$ cat config.mk
export PLATFORM = sky130hd
export DESIGN_NAME = uart_rx_top
export DESIGN_NICKNAME = d
export VERILOG_FILES = /design/src/hdl/uart_rx_pkg.sv /design/src/hdl/rx_axil_regs.sv /design/src/hdl/rx_deframe.sv /design/src/hdl/rx_fifo.sv /design/src/hdl/rx_sipo.sv /design/src/hdl/uart_rx_top.sv
export SDC_FILE = /design/constraint.sdc
export NUM_CORES = 1
export LEC_CHECK = 0
export BUFFER_PORTS_ARGS = -buffer_cell sky130_fd_sc_hd__buf_2
export CORE_ASPECT_RATIO = 1.75
export CORE_MARGIN = 3
export CORE_UTILIZATION = 40
export CTS_CLUSTER_SIZE = 16
export DETAILED_ROUTE_END_ITERATION = 8
export HOLD_SLACK_MARGIN = 0.1
export PLACE_DENSITY = 0.65
export SKIP_LAST_GASP = 1
export SLEW_MARGIN = 20
export SYNTH_ARGS = -nofsm -noshare
export SYNTH_HDL_FRONTEND = slang
export SYNTH_SLANG_ARGS = --single-unit
$ cat constraint.sdc
create_clock -name baud_clk -period 2.8 [get_ports baud_clk]
set_input_delay 0.14 -clock baud_clk [delete_from_list [all_inputs] [get_ports baud_clk]]
set_output_delay 0.14 -clock baud_clk [all_outputs]
set_load 0.02 [all_outputs]
$ cat src/hdl/uart_rx_pkg.sv
// Shared types for the UART receiver. The frame is fixed at 8 data bits,
// one parity bit and one stop bit, sampled at 16x oversampling.
package uart_rx_pkg;

  // Oversampling and frame geometry
  localparam int OVERSAMPLE = 16;
  localparam int HALF_BIT   = 8;
  localparam int FRAME_BITS = 11;

  // Receiver FSM states
  typedef enum logic [1:0] {
    IDLE,
    CENTER,
    FRAME
  } rx_state_e;

  typedef enum logic {
    PAR_EVEN = 1'b0,
    PAR_ODD  = 1'b1
  } parity_e;

  // Raw frame, start bit in the LSB as it arrives first
  typedef struct packed {
    logic       stop;
    logic       parity;
    logic [7:0] data;
    logic       start;
  } rx_frame_t;

  // Checked byte as stored in the FIFO
  typedef struct packed {
    logic       frame_err;
    logic       parity_err;
    logic [7:0] data;
  } rx_byte_t;

  // Register map
  typedef enum logic [3:0] {
    REG_DATA   = 4'h0,
    REG_STATUS = 4'h4,
    REG_CTRL   = 4'h8
  } reg_addr_e;

  typedef enum logic [1:0] {
    RESP_OKAY   = 2'b00,
    RESP_SLVERR = 2'b10
  } axi_resp_e;

  // AXI4-Lite channel payloads
  typedef struct packed {
    logic [3:0] addr;
  } axil_aw_t;

  typedef struct packed {
    logic [31:0] data;
    logic [3:0]  strb;
  } axil_w_t;

  typedef struct packed {
    logic [3:0] addr;
  } axil_ar_t;

  typedef struct packed {
    logic [31:0] data;
    axi_resp_e   resp;
  } axil_r_t;

  typedef struct packed {
    axi_resp_e resp;
  } axil_b_t;

endpackage

$ cat src/hdl/rx_axil_regs.sv
// AXI4-Lite register block on baud_clk, one outstanding transfer per direction.
// Only byte lane 0 of a write is used.
module rx_axil_regs #(
  parameter int DEPTH = 8
) (
  input  logic                   baud_clk,
  input  logic                   reset_n,
  input  logic                   awvalid,
  output logic                   awready,
  input  uart_rx_pkg::axil_aw_t  aw,
  input  logic                   wvalid,
  output logic                   wready,
  input  uart_rx_pkg::axil_w_t   w,
  output logic                   bvalid,
  input  logic                   bready,
  output uart_rx_pkg::axil_b_t   b,
  input  logic                   arvalid,
  output logic                   arready,
  input  uart_rx_pkg::axil_ar_t  ar,
  output logic                   rvalid,
  input  logic                   rready,
  output uart_rx_pkg::axil_r_t   r,
  input  uart_rx_pkg::rx_byte_t  head,
  input  logic                   empty,
  input  logic [$clog2(DEPTH):0] level,
  input  logic                   overrun_pulse,
  output logic                   pop,
  output uart_rx_pkg::parity_e   parity_mode,
  output logic                   rx_enable
);

  localparam int LVL_W = $clog2(DEPTH) + 1;

  uart_rx_pkg::reg_addr_e wr_addr;
  uart_rx_pkg::reg_addr_e rd_addr;
  uart_rx_pkg::axi_resp_e wr_resp;
  uart_rx_pkg::axi_resp_e rd_resp;
  logic [31:0]            rd_data;
  logic                   wr_hs;
  logic                   rd_hs;
  logic                   overrun;
  logic                   clr_overrun;
  logic                   ctrl_wr;

  assign wr_addr = uart_rx_pkg::reg_addr_e'(aw.addr);
  assign rd_addr = uart_rx_pkg::reg_addr_e'(ar.addr);

  // AW and W accepted together, blocked while B is pending
  assign awready = awvalid && wvalid && !bvalid;
  assign wready  = awready;
  assign wr_hs   = awready;
  assign arready = arvalid && !rvalid;
  assign rd_hs   = arready;

  // DATA read takes the head word on the AR transfer
  assign pop = rd_hs && (rd_addr == uart_rx_pkg::REG_DATA) && !empty;

  // Write decode
  always_comb
  begin
    wr_resp     = uart_rx_pkg::RESP_SLVERR;
    clr_overrun = 1'b0;
    ctrl_wr     = 1'b0;
    case (wr_addr)
      uart_rx_pkg::REG_STATUS:
      begin
        wr_resp     = uart_rx_pkg::RESP_OKAY;
        // Write 1 to clear
        clr_overrun = wr_hs && w.strb[0] && w.data[1];
      end
      uart_rx_pkg::REG_CTRL:
      begin
        wr_resp = uart_rx_pkg::RESP_OKAY;
        ctrl_wr = wr_hs && w.strb[0];
      end
      default:
        wr_resp = uart_rx_pkg::RESP_SLVERR;
    endcase
  end

  // Read decode
  always_comb
  begin
    rd_data = '0;
    rd_resp = uart_rx_pkg::RESP_OKAY;
    case (rd_addr)
      uart_rx_pkg::REG_DATA:
      begin
        // Bit 31 marks an empty FIFO
        if (empty)
          rd_data[31] = 1'b1;
        else
          rd_data[9:0] = head;
      end
      uart_rx_pkg::REG_STATUS:
      begin
        rd_data[0]           = empty;
        rd_data[1]           = overrun;
        rd_data[8 +: LVL_W]  = level;
      end
      uart_rx_pkg::REG_CTRL:
      begin
        rd_data[0] = (parity_mode == uart_rx_pkg::PAR_ODD);
        rd_data[1] = rx_enable;
      end
      default:
        rd_resp = uart_rx_pkg::RESP_SLVERR;
    endcase
  end

  // Control registers and handshake state
  always_ff @(posedge baud_clk or negedge reset_n)
  begin
    if (!reset_n)
    begin
      bvalid      <= 1'b0;
      rvalid      <= 1'b0;
      overrun     <= 1'b0;
      parity_mode <= uart_rx_pkg::PAR_EVEN;
      rx_enable   <= 1'b1;
    end
    else
    begin
      if (wr_hs)
        bvalid <= 1'b1;
      else if (bready)
        bvalid <= 1'b0;
      if (rd_hs)
        rvalid <= 1'b1;
      else if (rready)
        rvalid <= 1'b0;
      // A new overrun wins over a clear in the same cycle
      if (overrun_pulse)
        overrun <= 1'b1;
      else if (clr_overrun)
        overrun <= 1'b0;
      if (ctrl_wr)
      begin
        parity_mode <= uart_rx_pkg::parity_e'(w.data[0]);
        rx_enable   <= w.data[1];
      end
    end
  end

  // Response payloads
  always_ff @(posedge baud_clk)
  begin
    if (wr_hs)
      b.resp <= wr_resp;
    if (rd_hs)
    begin
      r.data <= rd_data;
      r.resp <= rd_resp;
    end
  end

  a_bvalid_hold: assert property (
    @(posedge baud_clk) disable iff (!reset_n)
    bvalid && !bready |=> bvalid
  );

endmodule

$ cat src/hdl/rx_deframe.sv
// Frame checker with one cycle of latency.
// Parity mode is sampled on the cycle the frame arrives.
module rx_deframe (
  input  logic                   baud_clk,
  input  logic                   reset_n,
  input  uart_rx_pkg::rx_frame_t frame,
  input  logic                   frame_valid,
  input  uart_rx_pkg::parity_e   parity_mode,
  output uart_rx_pkg::rx_byte_t  byte_out,
  output logic                   byte_valid
);

  logic par_sum;
  logic frame_bad;
  logic par_bad;

  // Even parity expects the XOR over data and parity to be 0
  assign par_sum   = ^{frame.data, frame.parity};
  assign par_bad   = (parity_mode == uart_rx_pkg::PAR_ODD) ? !par_sum : par_sum;
  // Start must be 0 and stop must be 1
  assign frame_bad = frame.start || !frame.stop;

  always_ff @(posedge baud_clk or negedge reset_n)
  begin
    if (!reset_n)
      byte_valid <= 1'b0;
    else
      byte_valid <= frame_valid;
  end

  // Payload, captured only with a new frame
  always_ff @(posedge baud_clk)
  begin
    if (frame_valid)
    begin
      byte_out.data       <= frame.data;
      byte_out.frame_err  <= frame_bad;
      byte_out.parity_err <= par_bad;
    end
  end

  // A frame yields its byte on the next cycle
  a_byte_follows_frame: assert property (
    @(posedge baud_clk) disable iff (!reset_n)
    frame_valid |=> byte_valid && (byte_out.data == $past(frame.data)) &&
                    (byte_out.parity_err ==
                     ^{$past(frame.data), $past(frame.parity),
                       $past(parity_mode == uart_rx_pkg::PAR_ODD)})
  );

endmodule

$ cat src/hdl/rx_fifo.sv
// Show-ahead FIFO for received bytes. DEPTH must be a power of two.
// A push while full is dropped and flagged on overrun_pulse.
module rx_fifo #(
  parameter int DEPTH = 8
) (
  input  logic                  baud_clk,
  input  logic                  reset_n,
  input  logic                  push,
  input  uart_rx_pkg::rx_byte_t din,
  input  logic                  pop,
  output uart_rx_pkg::rx_byte_t head,
  output logic                  empty,
  output logic [$clog2(DEPTH):0] level,
  output logic                  overrun_pulse
);

  localparam int AW = $clog2(DEPTH);

  uart_rx_pkg::rx_byte_t mem [DEPTH];
  logic [AW-1:0]         wr_ptr;
  logic [AW-1:0]         rd_ptr;
  logic [AW:0]           count;
  logic                  full;
  logic                  do_push;
  logic                  do_pop;

  assign full    = (count == (AW + 1)'(DEPTH));
  assign empty   = (count == '0);
  assign do_push = push && !full;
  assign do_pop  = pop && !empty;

  // Storage, pointers wrap on their own width
  always_ff @(posedge baud_clk)
  begin
    if (do_push)
      mem[wr_ptr] <= din;
  end

  always_ff @(posedge baud_clk or negedge reset_n)
  begin
    if (!reset_n)
    begin
      wr_ptr        <= '0;
      rd_ptr        <= '0;
      count         <= '0;
      overrun_pulse <= 1'b0;
    end
    else
    begin
      overrun_pulse <= push && full;
      if (do_push)
        wr_ptr <= wr_ptr + 1'b1;
      if (do_pop)
        rd_ptr <= rd_ptr + 1'b1;
      case ({do_push, do_pop})
        2'b10:   count <= count + 1'b1;
        2'b01:   count <= count - 1'b1;
        default: count <= count;
      endcase
    end
  end

  // Head visible without read latency
  assign head  = mem[rd_ptr];
  assign level = count;

  // Register block only pops a non-empty FIFO
  a_no_pop_empty: assert property (
    @(posedge baud_clk) disable iff (!reset_n)
    pop |-> !empty
  );

endmodule

$ cat src/hdl/rx_sipo.sv
// Serial input stage, runs on the 16x oversampling clock.
// Only the start of a frame is gated by enable; a frame in flight completes.
module rx_sipo (
  input  logic                   baud_clk,
  input  logic                   reset_n,
  input  logic                   rx,
  input  logic                   enable,
  output uart_rx_pkg::rx_frame_t frame,
  output logic                   frame_valid
);

  localparam int CNT_W = $clog2(uart_rx_pkg::OVERSAMPLE);
  localparam int BIT_W = $clog2(uart_rx_pkg::FRAME_BITS);

  logic [1:0]                          rx_sync;
  logic                                rx_s;
  uart_rx_pkg::rx_state_e              state;
  logic [CNT_W-1:0]                    sample_cnt;
  logic [BIT_W-1:0]                    bit_cnt;
  logic [uart_rx_pkg::FRAME_BITS-1:0]  shreg;
  logic                                center_hit;
  logic                                bit_hit;
  logic                                last_bit;

  // Two-flop synchronizer, line idles high
  always_ff @(posedge baud_clk or negedge reset_n)
  begin
    if (!reset_n)
      rx_sync <= 2'b11;
    else
      rx_sync <= {rx_sync[0], rx};
  end

  assign rx_s = rx_sync[1];

  // Start bit centre reached
  assign center_hit = (state == uart_rx_pkg::CENTER) &&
                      (sample_cnt == CNT_W'(uart_rx_pkg::HALF_BIT - 1));
  // Centre of a data, parity or stop bit
  assign bit_hit    = (state == uart_rx_pkg::FRAME) &&
                      (sample_cnt == CNT_W'(uart_rx_pkg::OVERSAMPLE - 1));
  // Ten bits follow the start bit
  assign last_bit   = (bit_cnt == BIT_W'(uart_rx_pkg::FRAME_BITS - 2));

  always_ff @(posedge baud_clk or negedge reset_n)
  begin
    if (!reset_n)
    begin
      state       <= uart_rx_pkg::IDLE;
      sample_cnt  <= '0;
      bit_cnt     <= '0;
      frame_valid <= 1'b0;
    end
    else
    begin
      frame_valid <= 1'b0;
      case (state)
        uart_rx_pkg::IDLE:
        begin
          sample_cnt <= '0;
          bit_cnt    <= '0;
          // Falling edge seen as low level after the synchronizer
          if (enable && !rx_s)
            state <= uart_rx_pkg::CENTER;
        end
        uart_rx_pkg::CENTER:
        begin
          if (center_hit)
          begin
            sample_cnt <= '0;
            // Line back high at centre, so it was a glitch
            if (rx_s)
              state <= uart_rx_pkg::IDLE;
            else
              state <= uart_rx_pkg::FRAME;
          end
          else
            sample_cnt <= sample_cnt + 1'b1;
        end
        uart_rx_pkg::FRAME:
        begin
          if (bit_hit)
          begin
            sample_cnt <= '0;
            bit_cnt    <= bit_cnt + 1'b1;
            // Stop bit taken, report the frame next cycle
            if (last_bit)
            begin
              frame_valid <= 1'b1;
              state       <= uart_rx_pkg::IDLE;
            end
          end
          else
            sample_cnt <= sample_cnt + 1'b1;
        end
        default:
          state <= uart_rx_pkg::IDLE;
      endcase
    end
  end

  // LSB first, so each new bit enters at the top and moves down
  always_ff @(posedge baud_clk)
  begin
    if (center_hit || bit_hit)
      shreg <= {rx_s, shreg[uart_rx_pkg::FRAME_BITS-1:1]};
  end

  assign frame = uart_rx_pkg::rx_frame_t'(shreg);

  // One frame per event, never back to back
  a_frame_valid_pulse: assert property (
    @(posedge baud_clk) disable iff (!reset_n)
    frame_valid |=> !frame_valid
  );

endmodule

$ cat src/hdl/uart_rx_top.sv
// UART receiver with AXI4-Lite access, all on the 16x baud clock.
// FIFO_DEPTH must be a power of two.
module uart_rx_top #(
  parameter int FIFO_DEPTH = 8
) (
  input  logic                  baud_clk,
  input  logic                  reset_n,
  input  logic                  rx,
  input  logic                  awvalid,
  output logic                  awready,
  input  uart_rx_pkg::axil_aw_t aw,
  input  logic                  wvalid,
  output logic                  wready,
  input  uart_rx_pkg::axil_w_t  w,
  output logic                  bvalid,
  input  logic                  bready,
  output uart_rx_pkg::axil_b_t  b,
  input  logic                  arvalid,
  output logic                  arready,
  input  uart_rx_pkg::axil_ar_t ar,
  output logic                  rvalid,
  input  logic                  rready,
  output uart_rx_pkg::axil_r_t  r
);

  uart_rx_pkg::rx_frame_t       frame;
  logic                         frame_valid;
  uart_rx_pkg::rx_byte_t        byte_out;
  logic                         byte_valid;
  uart_rx_pkg::rx_byte_t        head;
  logic                         empty;
  logic [$clog2(FIFO_DEPTH):0]  level;
  logic                         overrun_pulse;
  logic                         pop;
  uart_rx_pkg::parity_e         parity_mode;
  logic                         rx_enable;

  // Serial line to raw frame
  rx_sipo rx_sipo_i (
    .baud_clk    (baud_clk),
    .reset_n     (reset_n),
    .rx          (rx),
    .enable      (rx_enable),
    .frame       (frame),
    .frame_valid (frame_valid)
  );

  rx_deframe rx_deframe_i (
    .baud_clk    (baud_clk),
    .reset_n     (reset_n),
    .frame       (frame),
    .frame_valid (frame_valid),
    .parity_mode (parity_mode),
    .byte_out    (byte_out),
    .byte_valid  (byte_valid)
  );

  rx_fifo #(
    .DEPTH (FIFO_DEPTH)
  ) rx_fifo_i (
    .baud_clk      (baud_clk),
    .reset_n       (reset_n),
    .push          (byte_valid),
    .din           (byte_out),
    .pop           (pop),
    .head          (head),
    .empty         (empty),
    .level         (level),
    .overrun_pulse (overrun_pulse)
  );

  // CPU side
  rx_axil_regs #(
    .DEPTH (FIFO_DEPTH)
  ) rx_axil_regs_i (
    .baud_clk      (baud_clk),
    .reset_n       (reset_n),
    .awvalid       (awvalid),
    .awready       (awready),
    .aw            (aw),
    .wvalid        (wvalid),
    .wready        (wready),
    .w             (w),
    .bvalid        (bvalid),
    .bready        (bready),
    .b             (b),
    .arvalid       (arvalid),
    .arready       (arready),
    .ar            (ar),
    .rvalid        (rvalid),
    .rready        (rready),
    .r             (r),
    .head          (head),
    .empty         (empty),
    .level         (level),
    .overrun_pulse (overrun_pulse),
    .pop           (pop),
    .parity_mode   (parity_mode),
    .rx_enable     (rx_enable)
  );

endmodule

== Yosys cells after proc, flatten, opt, wreduce, memory -nomap -nowiden ==
Memories as Yosys holds them, arrays and structs flattened.
Cells that the tools add are included.

* Reduce and logical (&&, ||, !) cells: 37
* Divide/modulo/power cells: 0
* Shift operators: 0
* $lt $le $gt $ge: 0
* Multipliers: 0
* Bitwise gates (word level): 1
* Equal/unequal tests: 16
* Multiplexer cells: 32
* $add $sub $neg: 6

{| class="wikitable"
|+ Operator list
! kind !! number
|-
| $eq A4 B4 Y1 const B || 5
|-
| $pmux W4 S2 || 2
|-
| $mux W1 || 15
|-
| $mux W2 || 7
|-
| $logic_and A1 B1 Y1 || 13
|-
| $add A4 B1 Y4 const B || 3
|-
| $eq A4 B3 Y1 const B || 3
|-
| $mux W4 || 3
|-
| $pmux W2 S3 || 2
|-
| $pmux W4 S3 || 1
|-
| $mux W10 || 1
|-
| $reduce_bool A2 Y1 || 5
|-
| $reduce_xor A9 Y1 || 1
|-
| $logic_not A4 Y1 || 2
|-
| $ne A2 B1 Y1 const B || 4
|-
| $logic_not A1 Y1 || 7
|-
| $add A3 B1 Y3 const B || 2
|-
| $eq A2 B1 Y1 const B || 2
|-
| $eq A2 B2 Y1 const B || 2
|-
| $pmux W2 S2 || 1
|-
| $reduce_and A4 Y1 || 1
|-
| $reduce_or A2 Y1 || 2
|-
| $sub A4 B1 Y4 const B || 1
|-
| $reduce_bool A3 Y1 || 1
|-
| 5 further kinds || 6
|}

* Input bits: 52
* Memories kept: 1
* Bits in read-only memories: 0
* RAM bits: 80
* Latch bits: 0
* Output and inout port bits: 41
* Logic and storage cells: 118
* Flip-flop bits (word level): 68

{| class="wikitable"
|+ Memory list
! memory !! depth !! width !! read ports !! clocked after Yosys merged registers in !! write ports !! line !! RTL
|-
| rx_fifo_i.mem || 8 || 10 || 1 || 0 || 1 || rx_fifo.sv:19 || <nowiki>uart_rx_pkg::rx_byte_t mem [DEPTH];</nowiki>
|}

== Depth between registers and ports, before layout ==
Gate-level depths: netlist (run 1).

* Depth after elaboration: 7
* Gate-level depth with buffers: 11
* Mapped depth without buffers: 10

== Hierarchy ==
From an unflattened synthesis (run 1), not the netlist that was laid out.

* Cells, all modules: 378
* Area total of the unflattened synthesis: 6354.8 um^2

{| class="wikitable"
|+ Modules (own cells, without submodules)
! module !! instances !! area each (um^2) !! cells an instance
|-
| rx_fifo || 1 || 3756.1 || 184
|-
| rx_sipo || 1 || 1113.6 || 86
|-
| rx_axil_regs || 1 || 1062.3 || 88
|-
| rx_deframe || 1 || 422.9 || 20
|}

== Worst setup path before layout (run 1) ==
Ideal clock, no wire load.

* Path kind: reg-to-reg
* Start: register rx_fifo_i.count[1] (netlist: rx_fifo_i.level[1])
* End: memory rx_fifo_i.mem[0][0] (netlist name) (enable)
* Arrival: 2152 ps
* Period minus slack after synthesis: 2556 ps
* Setup time: 404 ps
* Setup slack: 244 ps
* Stages on the path, launching flop included: 6
* Data required time: 2396 ps
* Cell sequence: dfrtp_1 clkbuf_1 nor3_1 a21boi_1 inv_1 nor4_1

* Longest elaborated chain between the ends: 5

{| class="wikitable"
|+ RTL lines
! item !! line !! RTL
|-
| start, declared || rx_fifo.sv:22 || <nowiki>logic [AW:0] count;</nowiki>
|-
| start signal, assigned || rx_fifo.sv:56 || <nowiki>2'b10: count <= count + 1'b1;</nowiki>
|-
| start signal, assigned || rx_fifo.sv:57 || <nowiki>2'b01: count <= count - 1'b1;</nowiki>
|-
| start signal, assigned || rx_fifo.sv:58 || <nowiki>default: count <= count;</nowiki>
|-
| $eq A4 B4 Y1 || rx_fifo.sv:27 || <nowiki>assign full = (count == (AW + 1)'(DEPTH));</nowiki>
|-
| $logic_not A1 Y1 || rx_fifo.sv:29 || <nowiki>assign do_push = push && !full;</nowiki>
|-
| $logic_and A1 B1 Y1 || rx_fifo.sv:29 ||
|-
| $mux W1 || rx_fifo.sv:35 || <nowiki>if (do_push)</nowiki>
|-
| $mux W1 (implied by the code) || rx_fifo.sv:36 || <nowiki>mem[wr_ptr] <= din;</nowiki>
|-
| end, declared || rx_fifo.sv:19 ||
|}

No other way between the ends.

== Final worst setup path (run 1) ==
* Start: input port ar[0] (netlist name)
* End: register rx_fifo_i.count[2] (netlist: rx_fifo_i.level[2])

* Longest elaborated chain between the ends: 6
* Elaborated cells between the ends (all ways): 8
* Those cells by class: eq/ne: 2; mux: 1; reduce/logical: 5

{| class="wikitable"
|+ RTL lines
! item !! line !! RTL
|-
| start, declared || uart_rx_top.sv:20 || <nowiki>input uart_rx_pkg::axil_ar_t ar,</nowiki>
|-
| $logic_not A4 Y1 * || rx_axil_regs.sv:56 || <nowiki>assign pop = rd_hs && (rd_addr == uart_rx_pkg::REG_DATA) && !empty;</nowiki>
|-
| $logic_and A1 B1 Y1 * (2 in a row) || rx_axil_regs.sv:56 ||
|-
| $logic_and A1 B1 Y1 * || rx_fifo.sv:30 || <nowiki>assign do_pop = pop && !empty;</nowiki>
|-
| net rx_fifo_i.do_pop || rx_fifo.sv:25 || <nowiki>logic do_pop;</nowiki>
|-
| $eq A2 B1 Y1 / $eq A2 B2 Y1 (equally long branches) || rx_fifo.sv:55 || <nowiki>case ({do_push, do_pop})</nowiki>
|-
| $pmux W4 S2 / $reduce_bool A2 Y1 (equally long branches) || n/a ||
|}

Mark *: on every way through the listed nets, which the timed path passes. The rest lies on a longest branch.
A chain may end at the register's enable or synchronous reset.

==> results.json, run 1 <==
{
  "clkSinkCount": 146,
  "area_growth_syn_to_layout_pct": 17.8,
  "yosysUniqueCellTypes": 50,
  "netlist.top_cell.by_area": "sky130_fd_sc_hd__edfxtp_1",
  "post_synth_mux_area_share_pct": 10.8,
  "fin_worst_skew_ps": 10.2,
  "critPathCaptureType": "flip-flop",
  "synth_simple_gate_area_share_pct": 6.27,
  "slew_viol_final": 0,
  "r2r-end": "rx_fifo_i.level[2]$_DFFE_PN0P_",
  "synth_xor_xnor_area_share_pct": 2.90,
  "drc_marker_count_from_the_first_detailed_route_iteration": 203,
  "worstRegToRegCells": 9,
  "antenna-diode-count": 0,
  "clock_tree_from_tritoncts": "done",
  "synth.top_cells.by_area": "sky130_fd_sc_hd__edfxtp_1 58%, sky130_fd_sc_hd__dfrtp_1 11%, sky130_fd_sc_hd__mux4_2 7.4%",
  "drc_errors": 0,
  "holdCritPathClass": "input pin to flip-flop",
  "number_of_antenna_violations_at_the_first_check_in_global_routing": 0,
  "max_cap_viol_count": 0,
  "largest_family_of_logic_cells_by_synthesized_area": "multiplexers",
  "fmax_ghz": 0.407,
  "unrepaired_setup_endpoints_after_global_routing": "false",
  "synth_enable_flop_cells": 116,
  "timing.slew.headroom_pct": 44.2,
  "pin_count_of_the_biggest_net_entering_global_routing": 31,
  "drt-pass1-iter-count": 4,
  "hold_path_end": "rx_axil_regs_i.r[3]$_DFFE_PP_",
  "setup-tns-final_ps": 0,
  "routed_via_density": 4.99,
  "p_total_mw": 5.48,
  "cts-root-to-sink-buffers": 2,
  "hold_depth": 2,
  "worst_hold_slack_ps": 116,
  "asyncSetResetFlopFracSynth_pct": 20.5,
  "ys.warnings.count": 0,
  "post_cts_buffers": 0,
  "cts_buffers": 17,
  "num_io_pins": 93,
  "first_global_vias": 3320,
  "track_usage_pct": 13.7,
  "placementRows": 58,
  "via_count": 3122,
  "overall_routed_net_length_mm": 10.9,
  "starting_density_pct": 41.5,
  "design.final.nets": 497,
  "syn_avg_cell_area_um2": 16.8,
  "vdd_drop_max_mv": 0.452,
  "h-tree-depth": 4,
  "power.density_mw_per_mm2": 769,
  "synth_sequential_area_ratio_pct": 70.1,
  "clockRootBuffer": "sky130_fd_sc_hd__clkbuf_16",
  "ys.flop_type": "sky130_fd_sc_hd__edfxtp_1",
  "final.period_utilization_pct": 87.7,
  "timing.reg2reg.setup_slack_ps": 350,
  "num-fill-cells": 1224,
  "place.port_buffers": 38,
  "clock_latency_ps": 410,
  "wl_per_cell_um": 17.3,
  "die-area_mm2": 0.0167,
  "hold_path.startpoint": "ar[1]",
  "tightestPinTransition_ps": 837,
  "critical_path.max_fanout": 5,
  "design.core.area_mm2": 0.0146,
  "place.detailed.hpwl_mm": 7.20,
  "final_weighted_congestion_of_routability_driven_global_placement": 0.782,
  "die_x_um": 98.9,
  "clock_pin_slew_on_the_worst_setup_and_hold_paths_ps": 60,
  "timing.final.setup_violations": 0,
  "regToRegStartpoint": "rx_fifo_i.level[0]$_DFFE_PN0P_",
  "postSynthCellCount": 361,
  "cp-start-kind": "input pin",
  "worstPathArrival_ps": 2740,
  "p_leak_nw": 2.61,
  "final_layout_size_suffix_gt1_share_pct": 26.7,
  "synth_compound_gate_area_share_pct": 3.46,
  "die_y_um": 169,
  "final_period_minus_worst_setup_slack_ps": 2450,
  "hold_viol": 0,
  "final_antenna_net_count": 0,
  "status": "finished, final reports clean",
  "synth_area_mm2": 0.00605,
  "synth.ff_latch_count": 146,
  "synth_adder_area_share_pct": 2.48,
  "globalRouteOverflowTotal": 0,
  "critical_path_required_ps": 3090,
  "timing_worst_setup_path_type": "input pin to flip-flop",
  "synth.top_cell.area_share_pct": 57.6,
  "wire_length_of_the_first_global_routing_pass_mm": 17.4
}
[what timing repair did]
item | in CTS | in global routing
gates resized for setup | 0 | 0
hold buffers | 14 | 0
endpoints found under the hold margin | 35 | 0
[Yosys cell counts (all sizes together), types with 2 or more instances]
library cell / number
a22o: 2
nor2: 15
nor2b: 4
dfstp: 3
xnor2: 14
a21boi: 3
ha: 12
a21oi: 5
or2: 2
mux2i: 13
and2: 3
dfrtp: 27
edfxtp: 116
o32ai: 2
nor4: 2
nand3: 4
and3: 2
nand3b: 2
mux4: 20
inv: 8
xor2: 6
nor3: 8
buf: 28
a21o: 2
nand4: 3
clkbuf: 4
o21ai: 11
a22oi: 2
nand2: 14
mux2: 6
nand2b: 7
[cell families (layout without fill, tap and decap cells)]
logic type,count (synthesis),in the layout
and+or+nand+nor,71,71
buffers and inverters,40,105
DFF,146,146
xor gates and xnor gates,20,20
AOI/OAI and AO/OA,32,32
adders and majority gates,12,12
muxes,39,39
other,1,21
[worst max path at each step]
stage	from	slack (ps)	to
global placement	rx_fifo_i.level[1]$_DFFE_PN0P_	430	rx_fifo_i.level[2]$_DFFE_PN0P_
floorplan	rx_fifo_i.level[1]$_DFFE_PN0P_	240	rx_fifo_i.mem[0][0]$_DFFE_PP_
finish	ar[0]	350	rx_fifo_i.level[2]$_DFFE_PN0P_
CTS	rx_fifo_i.level[1]$_DFFE_PN0P_	340	rx_fifo_i.level[2]$_DFFE_PN0P_
global route	rx_fifo_i.level[0]$_DFFE_PN0P_	120	rx_fifo_i.level[2]$_DFFE_PN0P_
detailed placement	rx_fifo_i.level[0]$_DFFE_PN0P_	370	rx_fifo_i.level[2]$_DFFE_PN0P_
[state kept, by name, indices dropped and copies added, names as in the netlist]
signal and count:
rx_sipo_i.frame 11, rx_axil_regs_i.parity_mode 1, rx_axil_regs_i.b 1, rx_axil_regs_i.rvalid 1
rx_axil_regs_i.overrun 1, rx_fifo_i.level 4, rx_sipo_i.sample_cnt 4, rx_sipo_i.rx_sync 2
rx_fifo_i.rd_ptr 3, rx_fifo_i.overrun_pulse 1, rx_fifo_i.mem 80, rx_deframe_i.byte_valid 1
rx_axil_regs_i.r 14, rx_sipo_i.state 2, rx_axil_regs_i.rx_enable 1, rx_fifo_i.wr_ptr 3
rx_axil_regs_i.bvalid 1, rx_deframe_i.byte_out 10, rx_sipo_i.frame_valid 1, rx_sipo_i.bit_cnt 4
[per-layer routing]
layer  up-vias  track usage (%)  share of wire (%)
met5         -                0                  0
met4         0             5.23                1.4
met3        11             3.09                2.6
met2        62             25.8                 60
met1      1580             14.6                 36
li1       1469                -                  -
[final cells by class]
cell class	instances	area, µm²	area share, %
Multi-Input combinational cell	195	1650	23.2
Tap cell	180	225	3.16
Sequential cell	146	4240	59.5
Inverter	8	30.0	0.422
Clock inverter	15	124	1.74
Clock buffer	17	425	5.97
Timing Repair Buffer	65	428	6.01
[layout by cell type, fill, tap and decap left out, types with 3 or more instances in the layout]
cell type                       synthesis  final
sky130_fd_sc_hd__edfxtp_1             116    116
sky130_fd_sc_hd__buf_2                  6     38
sky130_fd_sc_hd__dfrtp_1               27     27
sky130_fd_sc_hd__conb_1                 1     21
sky130_fd_sc_hd__mux4_2                20     20
sky130_fd_sc_hd__clkbuf_16              0     17
sky130_fd_sc_hd__nor2_1                15     15
sky130_fd_sc_hd__xnor2_1               14     14
sky130_fd_sc_hd__dlygate4sd3_1          0     14
sky130_fd_sc_hd__mux2i_1               13     13
sky130_fd_sc_hd__nand2_1               13     13
sky130_fd_sc_hd__buf_4                 22     13
sky130_fd_sc_hd__ha_1                  12     12
sky130_fd_sc_hd__o21ai_0               10     10
sky130_fd_sc_hd__inv_1                  8      8
sky130_fd_sc_hd__nand2b_1               7      7
sky130_fd_sc_hd__nor3_1                 7      7
sky130_fd_sc_hd__xor2_1                 6      6
sky130_fd_sc_hd__inv_6                  0      6
sky130_fd_sc_hd__a21oi_1                5      5
sky130_fd_sc_hd__mux2_2                 5      5
sky130_fd_sc_hd__clkinvlp_4             0      5
sky130_fd_sc_hd__nor2b_1                4      4
sky130_fd_sc_hd__nand3_1                4      4
sky130_fd_sc_hd__and2_1                 3      3
sky130_fd_sc_hd__nand4_1                3      3
sky130_fd_sc_hd__dfstp_2                3      3
[worst max-delay path, cell delays in order]
cell	delay, ps
sky130_fd_sc_hd__dlygate4sd3_1	550
sky130_fd_sc_hd__buf_2	150
sky130_fd_sc_hd__or4_4	440
sky130_fd_sc_hd__nor3_2	360
sky130_fd_sc_hd__ha_1	320
sky130_fd_sc_hd__xor2_1	100
sky130_fd_sc_hd__ha_1	180
sky130_fd_sc_hd__a21oi_1	140
sky130_fd_sc_hd__xor2_1	160
sky130_fd_sc_hd__nor2_1	60
sky130_fd_sc_hd__xor2_1	140
[power breakdown]
group | leakage, nW | internal [mW] | total (mW) | switching (mW)
Combinational | 0.909 | 0.456 | 0.877 | 0.421
Sequential | 1.44 | 2.41 | 2.54 | 0.133
Clock | 0.256 | 1.15 | 2.06 | 0.908
Total | 2.61 | 4.02 | 5.48 | 1.46
[per-stage QoR]
step                worst slack (ps)  cells  instance area [µm²]  util (%)
finish                           346    626                 7120      48.8
global route                     124    626                 7120      48.8
CTS                              342    626                 7120      48.8
detailed placement               370    580                 6430      44.1
global placement                 432    580                 6430      44.1
floorplan                        244    381                 6120         -
Note: power is estimated with default switching activity, not from simulation.
==> run 2: changes to the inputs <==
ABC_AREA = 1   (was not set)
PLACE_DENSITY = 0.64   (was 0.65)
clock period = 2.98 ns   (was 2.8 ns; I/O delays follow)
==> results.json, run 2 <==
{
  "cp-start-kind": "flip-flop",
  "postSynthCellCount": 549,
  "wire_length_of_the_first_global_routing_pass_mm": 19.3,
  "synth.ff_latch_count": 146,
  "timing_worst_setup_path_type": "flip-flop to flip-flop",
  "clock_latency_ps": 420,
  "holdCritPathClass": "input pin to flip-flop",
  "die_y_um": 172,
  "synth.top_cells.by_area": "sky130_fd_sc_hd__edfxtp_1 55%, sky130_fd_sc_hd__dfrtp_1 11%, sky130_fd_sc_hd__nor2_1 4.9%",
  "wl_per_cell_um": 15.3,
  "h-tree-depth": 4,
  "clockRootBuffer": "sky130_fd_sc_hd__clkbuf_16",
  "post_cts_buffers": 0,
  "p_leak_nw": 2.96,
  "unrepaired_setup_endpoints_after_global_routing": "false",
  "placementRows": 60,
  "number_of_antenna_violations_at_the_first_check_in_global_routing": 0,
  "antenna-diode-count": 0,
  "p_total_mw": 4.69,
  "synth_enable_flop_cells": 116,
  "timing.slew.headroom_pct": 47.3,
  "place.detailed.hpwl_mm": 8.29,
  "synth_sequential_area_ratio_pct": 67.0,
  "drc_marker_count_from_the_first_detailed_route_iteration": 205,
  "drc_errors": 0,
  "max_cap_viol_count": 0,
  "yosysMostFrequentCell": "sky130_fd_sc_hd__edfxtp_1",
  "first_global_vias": 3955,
  "registers.top_by_ff_count": "rx_fifo_i.mem",
  "final_period_minus_worst_setup_slack_ps": 2160,
  "globalRouteOverflowTotal": 0,
  "slew_viol_final": 0,
  "asyncSetResetFlopFracSynth_pct": 20.5,
  "most_used_cells_in_the_layout_excluding_fill_and_tap_cells": "116 x sky130_fd_sc_hd__edfxtp_1, 83 x sky130_fd_sc_hd__nor2_1, 75 x sky130_fd_sc_hd__nand2_1",
  "vdd_drop_max_mv": 0.405,
  "hold_viol": 0,
  "num_io_pins": 93,
  "placement.cell_area_mm2": 0.00663,
  "multiInputGateArea_mm2": 0.00174,
  "seq_area_mm2": 0.00424,
  "setup-tns-final_ps": 0,
  "critical_path_required_ps": 3270,
  "num-fill-cells": 1365,
  "final_antenna_net_count": 0,
  "overall_routed_net_length_mm": 12.4,
  "ys.flop_type": "sky130_fd_sc_hd__edfxtp_1",
  "die-area_mm2": 0.0174,
  "clkSinkCount": 146,
  "starting_density_pct": 40.9,
  "design.final.nets": 672,
  "critPathCaptureType": "flip-flop",
  "final_weighted_congestion_of_routability_driven_global_placement": 0.775,
  "timing.final.setup_violations": 0,
  "fin_area_mm2": 0.00734,
  "die_x_um": 101,
  "layout.cells.most_common": "sky130_fd_sc_hd__edfxtp_1",
  "synth_area_mm2": 0.00632,
  "final_layout_size_suffix_gt1_share_pct": 16.9,
  "routed_via_density": 5.00,
  "fin_worst_skew_ps": 9.69,
  "netlist.top_cell.by_area": "sky130_fd_sc_hd__edfxtp_1",
  "synth.top_cell.area_share_pct": 55.1,
  "synth_top_cells_by_count": "116 x sky130_fd_sc_hd__edfxtp_1, 83 x sky130_fd_sc_hd__nor2_1, 75 x sky130_fd_sc_hd__nand2_1",
  "fmax_ghz": 0.462,
  "power.density_mw_per_mm2": 640,
  "via_count": 4031,
  "ys.warnings.count": 0,
  "track_usage_pct": 14.6,
  "yosysUniqueCellTypes": 37,
  "clock_pin_slew_on_the_worst_setup_and_hold_paths_ps": 60,
  "pin_count_of_the_biggest_net_entering_global_routing": 43,
  "tightestPinTransition_ps": 789,
  "cts-root-to-sink-buffers": 2,
  "final.period_utilization_pct": 72.6,
  "worstPathArrival_ps": 2460,
  "place.port_buffers": 38,
  "design.core.area_mm2": 0.0155,
  "critical_path.max_fanout": 7,
  "syn_avg_cell_area_um2": 11.5,
  "largest_register_ffs": 80,
  "drt-pass1-iter-count": 4,
  "cts_buffers": 17,
  "clock_tree_from_tritoncts": "done",
  "status": "finished, final reports clean",
  "area_growth_syn_to_layout_pct": 16.0
}
## run 2: changes by cell type after synthesis, moves of 10 or more
cell | before | now
sky130_fd_sc_hd__xnor2_1 | 14 | 1
sky130_fd_sc_hd__nand2_1 | 13 | 75
sky130_fd_sc_hd__o22ai_1 | 1 | 11
sky130_fd_sc_hd__o21ai_1 | 1 | 31
sky130_fd_sc_hd__mux4_2 | 20 | 0
sky130_fd_sc_hd__o21ai_0 | 10 | 34
sky130_fd_sc_hd__inv_1 | 8 | 39
sky130_fd_sc_hd__nand3_1 | 4 | 24
sky130_fd_sc_hd__nor2_1 | 15 | 83
sky130_fd_sc_hd__mux2i_1 | 13 | 1
## run 2: where the power goes
| part | total (mW) | internal, mW | switching, mW |
|---|---|---|---|
| Sequential | 2.26 | 2.23 | 0.0300 |
| Combinational | 0.314 | 0.109 | 0.205 |
| Clock | 2.12 | 1.26 | 0.868 |
## run 2: layout make-up
type / count / share of cell area, %
flip-flops and latches: 146 / 57.8
multi-input cells: 341 / 23.7
clock buffers: 17 / 5.80
repair buffers: 58 / 5.01
well taps: 186 / 3.17
clock inverters: 15 / 2.30
inverters: 44 / 2.25
## run 2: cell families after synthesis
kind of cell	share of synthesized area, %
flops	67.0
xor+xnor	1.11
compound gates	8.03
buf+inv	6.71
mux	0.158
simple gates	14.6
fa+ha+maj	2.37
other cells	0.0593
## run 2: worst max-delay path, cell delays in order (launching register included)
cell and delay [ps]:
sky130_fd_sc_hd__dfrtp_1 420, sky130_fd_sc_hd__inv_2 110, sky130_fd_sc_hd__nand2_4 80, sky130_fd_sc_hd__nor3_4 290
sky130_fd_sc_hd__nor2_4 110, sky130_fd_sc_hd__ha_1 260, sky130_fd_sc_hd__xor2_1 190, sky130_fd_sc_hd__ha_1 190
sky130_fd_sc_hd__a21oi_1 140, sky130_fd_sc_hd__xor2_1 150, sky130_fd_sc_hd__o21ai_0 90
## run 2: per-stage QoR
stage	hold slack [ps]	cells	util [%]	setup slack [ps]
final	119	807	47.4	816
after global routing	154	807	47.4	696
after CTS	103	807	47.4	804
after detailed placement	245	764	42.9	818
after floorplan	-147	569	-	671
after global placement	230	764	42.9	882
## run 2: metal layers
| metal | part of all wire, % | track usage [%] | vias to the layer above |
|---|---|---|---|
| met5 | 0 | 0 | - |
| met4 | 2.6 | 6.71 | 0 |
| met3 | 3.3 | 3.67 | 23 |
| met2 | 56 | 26.6 | 81 |
| met1 | 38 | 15.6 | 1963 |
| li1 | - | - | 1964 |
## run 2: path summary, 6_finish.rpt
kind | start | end | slack (ps) | depth (start not counted)
worst min register to register | rx_sipo_i.rx_sync[0]$_DFF_PN1_ | rx_sipo_i.rx_sync[1]$_DFF_PN1_ | 360 | 0
worst max-delay path | rx_fifo_i.level[0]$_DFFE_PN0P_ | rx_fifo_i.level[2]$_DFFE_PN0P_ | 820 | 10
worst max register to register | rx_fifo_i.level[0]$_DFFE_PN0P_ | rx_fifo_i.level[2]$_DFFE_PN0P_ | 820 | 10
min in group asynchronous | reset_n | rx_axil_regs_i.bvalid$_DFFE_PN0P_ | 300 | 2
worst min-delay path | ar[2] | rx_axil_regs_i.r[12]$_SDFFCE_PP0P_ | 120 | 3
max in group asynchronous | reset_n | rx_fifo_i.wr_ptr[2]$_DFFE_PN0P_ | 2220 | 2
## run 2: timing repair
action | in CTS | in global routing
resized for setup | 0 | 0
hold endpoints to repair | 34 | 0
hold buffers | 11 | 0
